### config.mk
export PLATFORM = sky130hd
export DESIGN_NAME = wb_mem_subsys
export DESIGN_NICKNAME = d
export VERILOG_FILES = /design/src/common/mem_msg_pkg.sv /design/src/common/wb_pkg.sv /design/src/common/mem_msg_if.sv /design/src/hdl/mem_client_ram.sv /design/src/hdl/wb_mem_subsys.sv /design/src/wb_client/wb_client_bridge.sv
export VERILOG_INCLUDE_DIRS = /design/src /design/src/common
export SDC_FILE = /design/constraint.sdc
export NUM_CORES = 2
export LEC_CHECK = 0
export ABC_AREA = 0
export ABC_CLOCK_PERIOD_IN_PS = 5000
export BUFFER_PORTS_ARGS = -buffer_cell sky130_fd_sc_hd__buf_2
export CAP_MARGIN = 20
export CORE_MARGIN = 4
export CORE_UTILIZATION = 43
export DETAILED_ROUTE_END_ITERATION = 12
export HOLD_SLACK_MARGIN = 0.15
export SYNTH_ARGS = -nofsm -noshare
export SYNTH_HDL_FRONTEND = slang
export SYNTH_SLANG_ARGS = --single-unit
export TNS_END_PERCENT = 10
### constraint.sdc
create_clock -name clk_i -period 5 [get_ports clk_i]
set_input_delay 0.25 -clock clk_i [delete_from_list [all_inputs] [get_ports clk_i]]
set_output_delay 0.25 -clock clk_i [all_outputs]
set_load 0.01 [all_outputs]
### src/common/wb_bridge_cfg.svh
// build-time configuration for the wishbone to memory message bridge
// include wherever a bus width, memory size or header constant is needed
`ifndef WB_BRIDGE_CFG_SVH
`define WB_BRIDGE_CFG_SVH

// bus data width and its byte count
`define WB_DATA_WIDTH 64
`define WB_SEL_WIDTH (`WB_DATA_WIDTH / 8)

// byte address and word address widths
`define WB_PADDR_WIDTH 12
`define WB_ADDR_WIDTH (`WB_PADDR_WIDTH - 3)

// client memory
`define MEM_WORDS 16
`define MEM_RESP_LATENCY 2

// requester id written into every command header
`define MSG_SRC_ID_WIDTH 4
`define MSG_SRC_ID 4'd5

`endif

### src/common/mem_msg_pkg.sv
// types of the ready/valid memory message bus
// message type and size encodings plus the single-beat header layout
`include "wb_bridge_cfg.svh"

package mem_msg_pkg;

  // uncached opcodes only
  typedef enum logic {
    e_msg_uc_rd = 1'b0,
    e_msg_uc_wr = 1'b1
  } msg_type_e;

  // log2 of the access size in bytes
  typedef enum logic [1:0] {
    e_msg_size_1 = 2'd0,
    e_msg_size_2 = 2'd1,
    e_msg_size_4 = 2'd2,
    e_msg_size_8 = 2'd3
  } msg_size_e;

  typedef struct packed {
    logic [`WB_PADDR_WIDTH-1:0]   addr;
    msg_size_e                    size;
    msg_type_e                    msg_type;
    logic [`MSG_SRC_ID_WIDTH-1:0] src_id;
  } mem_header_s;

endpackage

### src/common/wb_pkg.sv
// wishbone side types shared by the bridge and the subsystem top
// widths follow the configuration header
`include "wb_bridge_cfg.svh"

package wb_pkg;

  // one bit per data byte
  typedef logic [`WB_SEL_WIDTH-1:0] wb_sel_t;

  // word address, byte offset bits are not carried on the bus
  typedef logic [`WB_ADDR_WIDTH-1:0] wb_adr_t;

  typedef logic [`WB_DATA_WIDTH-1:0] wb_data_t;

endpackage

### src/common/mem_msg_if.sv
// memory message bus between the wishbone bridge and a client
// command flows bridge to client, response flows client to bridge
`timescale 1ns/10ps
`include "wb_bridge_cfg.svh"

interface mem_msg_if;

  // command channel
  mem_msg_pkg::mem_header_s  cmd_header;
  logic [`WB_DATA_WIDTH-1:0] cmd_data;
  logic                      cmd_v;
  logic                      cmd_ready_and;
  logic                      cmd_last;

  // response channel
  mem_msg_pkg::mem_header_s  resp_header;
  logic [`WB_DATA_WIDTH-1:0] resp_data;
  logic                      resp_v;
  logic                      resp_ready_and;
  logic                      resp_last;

  modport bridge (
    output cmd_header, cmd_data, cmd_v, cmd_last,
    input  cmd_ready_and,
    input  resp_header, resp_data, resp_v, resp_last,
    output resp_ready_and
  );

  modport client (
    input  cmd_header, cmd_data, cmd_v, cmd_last,
    output cmd_ready_and,
    output resp_header, resp_data, resp_v, resp_last,
    input  resp_ready_and
  );

endinterface

### src/hdl/mem_client_ram.sv
// memory message bus client backed by a small word memory
// one command in flight, answered after a fixed latency with the header echoed
`timescale 1ns/10ps
`include "wb_bridge_cfg.svh"

module mem_client_ram (
  input  logic      clk_i,
  input  logic      arst_n_i,
  mem_msg_if.client msg
);

  localparam int IDX_W    = $clog2(`MEM_WORDS);
  localparam int LAT_W    = $clog2(`MEM_RESP_LATENCY + 1);
  localparam int BYTE_OFS = `WB_PADDR_WIDTH - `WB_ADDR_WIDTH;

  logic [`WB_DATA_WIDTH-1:0] mem_q [`MEM_WORDS];
  logic [IDX_W-1:0]          cmd_idx;
  logic [`WB_DATA_WIDTH-1:0] wr_mask;
  logic [`WB_DATA_WIDTH-1:0] wr_word;
  logic                      cmd_fire;
  logic                      resp_fire;
  logic                      resp_v;
  logic                      pending_q;
  logic [LAT_W-1:0]          lat_cnt_q;
  mem_msg_pkg::mem_header_s  resp_header_q;
  logic [`WB_DATA_WIDTH-1:0] resp_data_q;

  // word index wraps modulo the memory depth
  assign cmd_idx = msg.cmd_header.addr[BYTE_OFS +: IDX_W];

  assign cmd_fire  = msg.cmd_v && !pending_q;
  assign resp_v    = pending_q && (lat_cnt_q == '0);
  assign resp_fire = resp_v && msg.resp_ready_and;

  // keep the low 2^size bytes of the command data
  always_comb begin
    wr_mask = '0;
    for (int b = 0; b < `WB_SEL_WIDTH; b++) begin
      if (b < (1 << int'(msg.cmd_header.size))) begin
        wr_mask[8*b +: 8] = 8'hff;
      end
    end
    wr_word = (mem_q[cmd_idx] & ~wr_mask) | (msg.cmd_data & wr_mask);
  end

  // pending flag and latency count
  always_ff @(posedge clk_i or negedge arst_n_i) begin
    if (!arst_n_i) begin
      pending_q <= 1'b0;
      lat_cnt_q <= '0;
    end else if (cmd_fire) begin
      pending_q <= 1'b1;
      lat_cnt_q <= LAT_W'(`MEM_RESP_LATENCY - 1);
    end else if (resp_fire) begin
      pending_q <= 1'b0;
    end else if (pending_q && (lat_cnt_q != '0)) begin
      lat_cnt_q <= lat_cnt_q - 1'b1;
    end
  end

  always_ff @(posedge clk_i or negedge arst_n_i) begin
    if (!arst_n_i) begin
      for (int w = 0; w < `MEM_WORDS; w++) begin
        mem_q[w] <= '0;
      end
    end else if (cmd_fire && (msg.cmd_header.msg_type == mem_msg_pkg::e_msg_uc_wr)) begin
      mem_q[cmd_idx] <= wr_word;
    end
  end

  // response payload, a write answers with the previous word
  always_ff @(posedge clk_i) begin
    if (cmd_fire) begin
      resp_header_q <= msg.cmd_header;
      resp_data_q   <= mem_q[cmd_idx];
    end
  end

  assign msg.cmd_ready_and = !pending_q;
  assign msg.resp_v        = resp_v;
  assign msg.resp_header   = resp_header_q;
  assign msg.resp_data     = resp_data_q;
  assign msg.resp_last     = 1'b1;

endmodule

### src/hdl/wb_mem_subsys.sv
// wishbone slave subsystem with a message bus client memory behind it
// plain wishbone ports, the message bus stays internal
`timescale 1ns/10ps

module wb_mem_subsys (
  input  logic             clk_i,
  input  logic             arst_n_i,
  input  wb_pkg::wb_adr_t  wb_adr_i,
  input  wb_pkg::wb_data_t wb_dat_i,
  input  logic             wb_cyc_i,
  input  logic             wb_stb_i,
  input  wb_pkg::wb_sel_t  wb_sel_i,
  input  logic             wb_we_i,
  output wb_pkg::wb_data_t wb_dat_o,
  output logic             wb_ack_o
);

  // command and response channels
  mem_msg_if msg_if ();

  wb_client_bridge wb_client_bridge_i (
    .clk_i    (clk_i),
    .arst_n_i (arst_n_i),
    .wb_adr_i (wb_adr_i),
    .wb_dat_i (wb_dat_i),
    .wb_cyc_i (wb_cyc_i),
    .wb_stb_i (wb_stb_i),
    .wb_we_i  (wb_we_i),
    .wb_sel_i (wb_sel_i),
    .wb_dat_o (wb_dat_o),
    .wb_ack_o (wb_ack_o),
    .msg      (msg_if.bridge)
  );

  mem_client_ram mem_client_ram_i (
    .clk_i    (clk_i),
    .arst_n_i (arst_n_i),
    .msg      (msg_if.client)
  );

endmodule

### src/wb_client/wb_client_bridge.sv
// wishbone b4 classic slave that issues one uncached message per access
// writes ack when the command is taken, reads ack on the read response
// narrow write data is replicated across the whole bus word
`timescale 1ns/10ps
`include "wb_bridge_cfg.svh"

module wb_client_bridge (
  input  logic             clk_i,
  input  logic             arst_n_i,
  input  wb_pkg::wb_adr_t  wb_adr_i,
  input  wb_pkg::wb_data_t wb_dat_i,
  input  logic             wb_cyc_i,
  input  logic             wb_stb_i,
  input  logic             wb_we_i,
  input  wb_pkg::wb_sel_t  wb_sel_i,
  output wb_pkg::wb_data_t wb_dat_o,
  output logic             wb_ack_o,
  mem_msg_if.bridge        msg
);

  localparam int BYTE_OFS = `WB_PADDR_WIDTH - `WB_ADDR_WIDTH;

  typedef enum logic [1:0] {
    e_reset          = 2'b00,
    e_wait_cmd       = 2'b01,
    e_wait_read_resp = 2'b10
  } state_e;

  state_e                   state_q;
  state_e                   state_d;
  mem_msg_pkg::msg_size_e   cmd_size;
  mem_msg_pkg::mem_header_s cmd_header;
  wb_pkg::wb_data_t         cmd_data;
  logic                     cmd_v;
  logic                     ack;
  logic                     rd_resp;

  // select vector to access size, odd patterns count as a full word
  always_comb begin
    unique case (wb_sel_i)
      wb_pkg::wb_sel_t'(8'h01): cmd_size = mem_msg_pkg::e_msg_size_1;
      wb_pkg::wb_sel_t'(8'h03): cmd_size = mem_msg_pkg::e_msg_size_2;
      wb_pkg::wb_sel_t'(8'h0f): cmd_size = mem_msg_pkg::e_msg_size_4;
      default:                  cmd_size = mem_msg_pkg::e_msg_size_8;
    endcase
  end

  // replicate the low bytes at the access size
  always_comb begin
    unique case (cmd_size)
      mem_msg_pkg::e_msg_size_1: cmd_data = {(`WB_DATA_WIDTH / 8){wb_dat_i[7:0]}};
      mem_msg_pkg::e_msg_size_2: cmd_data = {(`WB_DATA_WIDTH / 16){wb_dat_i[15:0]}};
      mem_msg_pkg::e_msg_size_4: cmd_data = {(`WB_DATA_WIDTH / 32){wb_dat_i[31:0]}};
      default:                   cmd_data = wb_dat_i;
    endcase
  end

  assign cmd_header.addr     = {wb_adr_i, {BYTE_OFS{1'b0}}};
  assign cmd_header.size     = cmd_size;
  assign cmd_header.msg_type = wb_we_i ? mem_msg_pkg::e_msg_uc_wr : mem_msg_pkg::e_msg_uc_rd;
  assign cmd_header.src_id   = `MSG_SRC_ID;

  // only read responses complete a wishbone access
  assign rd_resp = msg.resp_v && (msg.resp_header.msg_type == mem_msg_pkg::e_msg_uc_rd);

  always_comb begin
    state_d = state_q;
    cmd_v   = 1'b0;
    ack     = 1'b0;
    unique case (state_q)
      e_reset: begin
        state_d = e_wait_cmd;
      end
      e_wait_cmd: begin
        cmd_v = wb_cyc_i && wb_stb_i;
        if (cmd_v && msg.cmd_ready_and) begin
          // a read may be answered in the same cycle
          if (wb_we_i || rd_resp) begin
            ack = 1'b1;
          end else begin
            state_d = e_wait_read_resp;
          end
        end
      end
      e_wait_read_resp: begin
        if (rd_resp) begin
          ack     = 1'b1;
          state_d = e_wait_cmd;
        end
      end
      default: begin
        state_d = e_reset;
      end
    endcase
  end

  always_ff @(posedge clk_i or negedge arst_n_i) begin
    if (!arst_n_i) begin
      state_q <= e_reset;
    end else begin
      state_q <= state_d;
    end
  end

  assign msg.cmd_header     = cmd_header;
  assign msg.cmd_data       = cmd_data;
  assign msg.cmd_v          = cmd_v;
  assign msg.cmd_last       = 1'b1;
  // responses are never stalled
  assign msg.resp_ready_and = 1'b1;

  assign wb_dat_o = msg.resp_data;
  assign wb_ack_o = ack;

endmodule

==> reports/results.txt <==
The global routing stage identified its most utilized layer as met2. The logs give 0 for the post-CTS setup buffer count and 0 for the hold violation total from the final report. Setup repair after global routing left no endpoint under its margin. The kind of critical path was reg -> reg.

In this run the number of H-tree levels came out at 3. The post-synthesis share of cell area spent on xor and xnor gates is 0.0001743, and the internal power consumption is 0.01805 W. The mean cell area of the mapped netlist works out to 11.68 um^2. When the netlist entered floorplanning its net count stood at 4393. The primary flip-flop cell chosen by synthesis mapping is sky130_fd_sc_hd__dfrtp_1.

The tools report the number of global-route vias before repair as 34697. The multiplexer area fraction after synthesis was 0.1701; the number of max-slew violations in the final report was 0. Combinational group share of total power: 0.167. On the final layout, the worst clock skew is 20.92 ps. Of all nets on the critical path, the largest fanout is 51. Relative to the synthesized area, the layout overhead comes to 11.71%. Met1 usage in global routing: 0.3424. The count of clock tree sinks is 1094, and the number of DRC violations after detailed-routing iteration 0 is 3602. STA puts the critical path data required time at 5610 ps. The largest net degree at the start of global routing was 141. The cell area that synthesis handed to floorplanning was 0.05026 mm^2. IR analysis of the VDD net gives a maximum drop of 0.2778 mV. The run gives 4367 as the total number of nets in the final design. The flow ran to the end, and the final reports show no timing, DRC or antenna violations. Pin placement for this block handled 151 I/O pins. For the pin with the worst max-slew slack, the measured transition is 1106 ps. For the worst setup path, the data arrival time is 3960 ps. Synthesis produced a netlist whose cell count is 4302. The combined area of the multi-input logic cells was 0.02055 mm^2. Measured along the y axis, the die boundary spans 349.9 um. The worst register-to-register path has a setup slack of 1640 ps. After detailed routing, the total wire length is 141600 um.

The dominant combinational cell family by area after synthesis was multiplexers. For the residual DRC count, the log shows 0. The logs give 4 for the initial antenna violation count and 5648 for the total instance count after detailed placement. The part of the total power dissipated in the clock network is 0.357. The sequential cells in the finished layout cover a total of 0.02770 mm^2. The layout has 10475 filler cells.

After detailed routing, the number of vias per cell comes to 5.914. The synthesized design contains 65 enable-type register cells. The average wire length per cell after detail routing is 24.01 um. For the met3 track utilization from global routing, the log shows 0.03246. Summed over all nets, the half-perimeter wirelength after detailed placement is 79770 um.

The clock latency at the later pin of the worst-skew pair is 710 ps, and the register clock-pin slew on the reported worst setup and hold paths is 60 ps. For this run, the top clock speed supported by timing is 0.2979 GHz. The synthesized-area fraction occupied by and/or/nand/nor cells is 0.08937, and the number of register bits inferred by synthesis is 1094. The share of the synthesized area in compound gates (AO/OA/AOI/OAI) is 0.1464, and the routability congestion estimate is 0.7646.

Across the run, the number of max-cap violations was 0. Unique cell type count in the Yosys netlist: 62. The number of cells on the worst reg-to-reg path is 7. TritonCTS built the clock tree. The met2 demand-to-capacity share in global routing was 0.3744.

The launching element type of the critical path is a flop. Total CTS buffers: 118. The min-delay analysis places its worst path in the category in -> async. The total power density per cell area is 439.1 mW/mm^2, and the part of the total power dissipated in sequential elements is 0.476. The root buffer cell chosen for the clock tree is sky130_fd_sc_hd__clkbuf_16. The first global-routing pass estimated 220700 um of wire.

The longest clock path from root to sink contains 3 buffers. The post-synthesis share of cell area spent on full adders, half adders and majority gates is 0.001245. The final antenna-violating net count came out at 0. The first detailed-routing pass took 6 iterations. The async set or reset register ratio after synthesis is 0.9406. The launch instance of the worst register-to-register path was wb_client_bridge_i.state_q[1]$_DFFE_PN0P_. Setup violations remaining at the end of the flow were counted as 0. Total global routing track utilization: 0.2336. The tools report the count of cells resized by post-cts repair as 0. The cell leakage power was 24.53 nW; the portion of the post-synthesis area used by sequential elements was 0.5511. The end-of-flow core utilization was 0.4838. The switching share of total power came out at 0.2681.

For the count of hold-fix buffers inserted at cts, the log shows 31. The area enclosed by the die boundary is 0.1224 mm^2, and the clock period minus worst slack is 3357 ps. STA classifies the critical path endpoint as a flop.

The fraction of final layout cells sized beyond drive strength 1 came out at 0.1953. Leaving out filler cells and counting taps, the final layout contains 5898. In this run the tool buffered the top-level ports with 145 buffer cells. The horizontal die dimension is 349.9 um. The run gives 0.4331 as the starting density of the core. In this run the power spent charging and discharging nets is 0.006610 W.

The final route contains 34880 vias. The core region is 0.1160 mm^2. The remaining max-slew budget at the tightest pin is 0.2570, and the accumulated negative setup slack is 0 ps. The number of synthesis warnings is 0, and the number of core rows is 125.

The run gives 0 as the overall overflow remaining after global route. The post-route fraction of the period consumed by the critical path works out to 0.6715. The endpoint identified for the worst register-to-register timing path is mem_client_ram_i.mem_q[411]$_DFFE_PN0P_.
-- worst max-delay path, stage by stage, from the launching register on --
cell                       delay, ps
sky130_fd_sc_hd__dfrtp_1         410
sky130_fd_sc_hd__inv_1           110
sky130_fd_sc_hd__ha_1            220
sky130_fd_sc_hd__nand4b_1        190
sky130_fd_sc_hd__inv_4           560
sky130_fd_sc_hd__and4_4          870
sky130_fd_sc_hd__nand2_2         500
sky130_fd_sc_hd__o21ai_0         330
-- state kept, by name (all words and copies together) (netlist names) --
register and flops:
mem_client_ram_i.mem_q 1024, mem_client_ram_i.msg.resp_header 1, mem_client_ram_i.pending_q 1, mem_client_ram_i.msg.resp_data 64, mem_client_ram_i.lat_cnt_q 2, wb_client_bridge_i.state_q 2
-- layer usage --
metal  wire length [um]  share of wire
met2              66530           0.47
met5                  8       0.000056
met3               8786          0.062
met4               2779          0.020
met1              63530           0.45
-- logic make-up (layout without fill, tap and decap cells) --
group,count (synthesis),count (layout)
and+or+nand+nor,1111,1111
AOI/OAI and AO/OA,1106,1106
other,0,1
xor gates and xnor gates,1,1
DFF,1094,1094
muxes,551,551
buffers and inverters,434,505
adders and majority gates,5,5
-- area by class of cell --
cell class	count	area share
Antenna cell	1	0.00004457
Timing Repair Buffer	264	0.03514
Inverter	24	0.001694
Multi-Input combinational cell	2774	0.3659
Sequential cell	1094	0.4934
Clock inverter	44	0.006864
Clock buffer	173	0.06297
Tap cell	1524	0.03396
-- layout by cell type (no fill, tap or decap), types with 70 or more instances in the layout --
master                         n
sky130_fd_sc_hd__buf_2       140
sky130_fd_sc_hd__a21oi_1     151
sky130_fd_sc_hd__o21ai_0     198
sky130_fd_sc_hd__mux2_2      104
sky130_fd_sc_hd__mux4_2      232
sky130_fd_sc_hd__clkbuf_16   123
sky130_fd_sc_hd__dfrtp_1    1029
sky130_fd_sc_hd__nand2_1     303
sky130_fd_sc_hd__nor2_1      713
sky130_fd_sc_hd__buf_4        70
sky130_fd_sc_hd__mux2i_1     215
sky130_fd_sc_hd__a31oi_1     584
-- cells in the mapped netlist (all sizes together), types with 2 or more instances --
cell | n | area share
dfrtp | 1029 | 0.51
nor2 | 714 | 0.053
a31oi | 600 | 0.078
nand2 | 308 | 0.023
mux4 | 232 | 0.10
buf | 229 | 0.026
mux2i | 215 | 0.043
o21ai | 206 | 0.021
clkbuf | 181 | 0.014
a21oi | 151 | 0.015
mux2 | 104 | 0.023
edfxtp | 65 | 0.039
a2bb2oi | 40 | 0.012
a22oi | 33 | 0.0065
nand2b | 25 | 0.0031
and4 | 24 | 0.0042
inv | 23 | 0.0017
a221oi | 21 | 0.0054
o31a | 17 | 0.0030
nor2b | 14 | 0.0017
o221ai | 10 | 0.0017
a21o | 8 | 0.0012
o22a | 8 | 0.0014
nand4 | 6 | 0.00075
ha | 5 | 0.0012
nor3 | 5 | 0.00072
a211oi | 3 | 0.00075
a21boi | 3 | 0.00045
and2 | 2 | 0.00025
and3 | 2 | 0.00025
nand3 | 2 | 0.00020
nand4b | 2 | 0.00035
nor4 | 2 | 0.00037
or2 | 2 | 0.00025
-- power by group through the flow --
stage	Combinational (W)	Sequential [W]	Clock (W)
after floorplan	0.00320	0.0116	0
after global placement	0.00402	0.0118	0
after detailed placement	0.00414	0.0119	0
after CTS	0.00416	0.0117	0.00899
after global routing	0.00466	0.0120	0.00936
final	0.00412	0.0117	0.00880
-- worst max-delay path by stage --
stage                                               to  cells past startpoint                                 startpoint  slack (ps)
5_1_grt        mem_client_ram_i.mem_q[407]$_DFFE_PN0P_                      7  wb_client_bridge_i.state_q[1]$_DFFE_PN0P_        1400
2_1_floorplan  mem_client_ram_i.mem_q[925]$_DFFE_PN0P_                      9  wb_client_bridge_i.state_q[1]$_DFFE_PN0P_         800
3_5_place_dp   mem_client_ram_i.mem_q[489]$_DFFE_PN0P_                      7                                wb_adr_i[2]        1510
4_1_cts         mem_client_ram_i.mem_q[55]$_DFFE_PN0P_                      7  wb_client_bridge_i.state_q[1]$_DFFE_PN0P_        1650
6_report       mem_client_ram_i.mem_q[411]$_DFFE_PN0P_                      7  wb_client_bridge_i.state_q[1]$_DFFE_PN0P_        1640
3_3_place_gp   mem_client_ram_i.mem_q[233]$_DFFE_PN0P_                      7                                wb_adr_i[2]        1530
-- stage by stage --
| step | hold WS, ps | power (W) | worst slack, ps | instance area, um^2 |
|---|---|---|---|---|
| 5_1_grt | 199.6 | 0.02597 | 1402 | 56150 |
| 6_report | 201.2 | 0.02466 | 1643 | 56150 |
| 3_3_place_gp | 333.7 | 0.01583 | 1528 | 51890 |
| 2_1_floorplan | -45.59 | 0.01482 | 799.0 | 50260 |
| 4_1_cts | 156.4 | 0.02488 | 1652 | 56130 |
| 3_5_place_dp | 331.4 | 0.01601 | 1513 | 51890 |
Power figures use the tool's default switching activity.
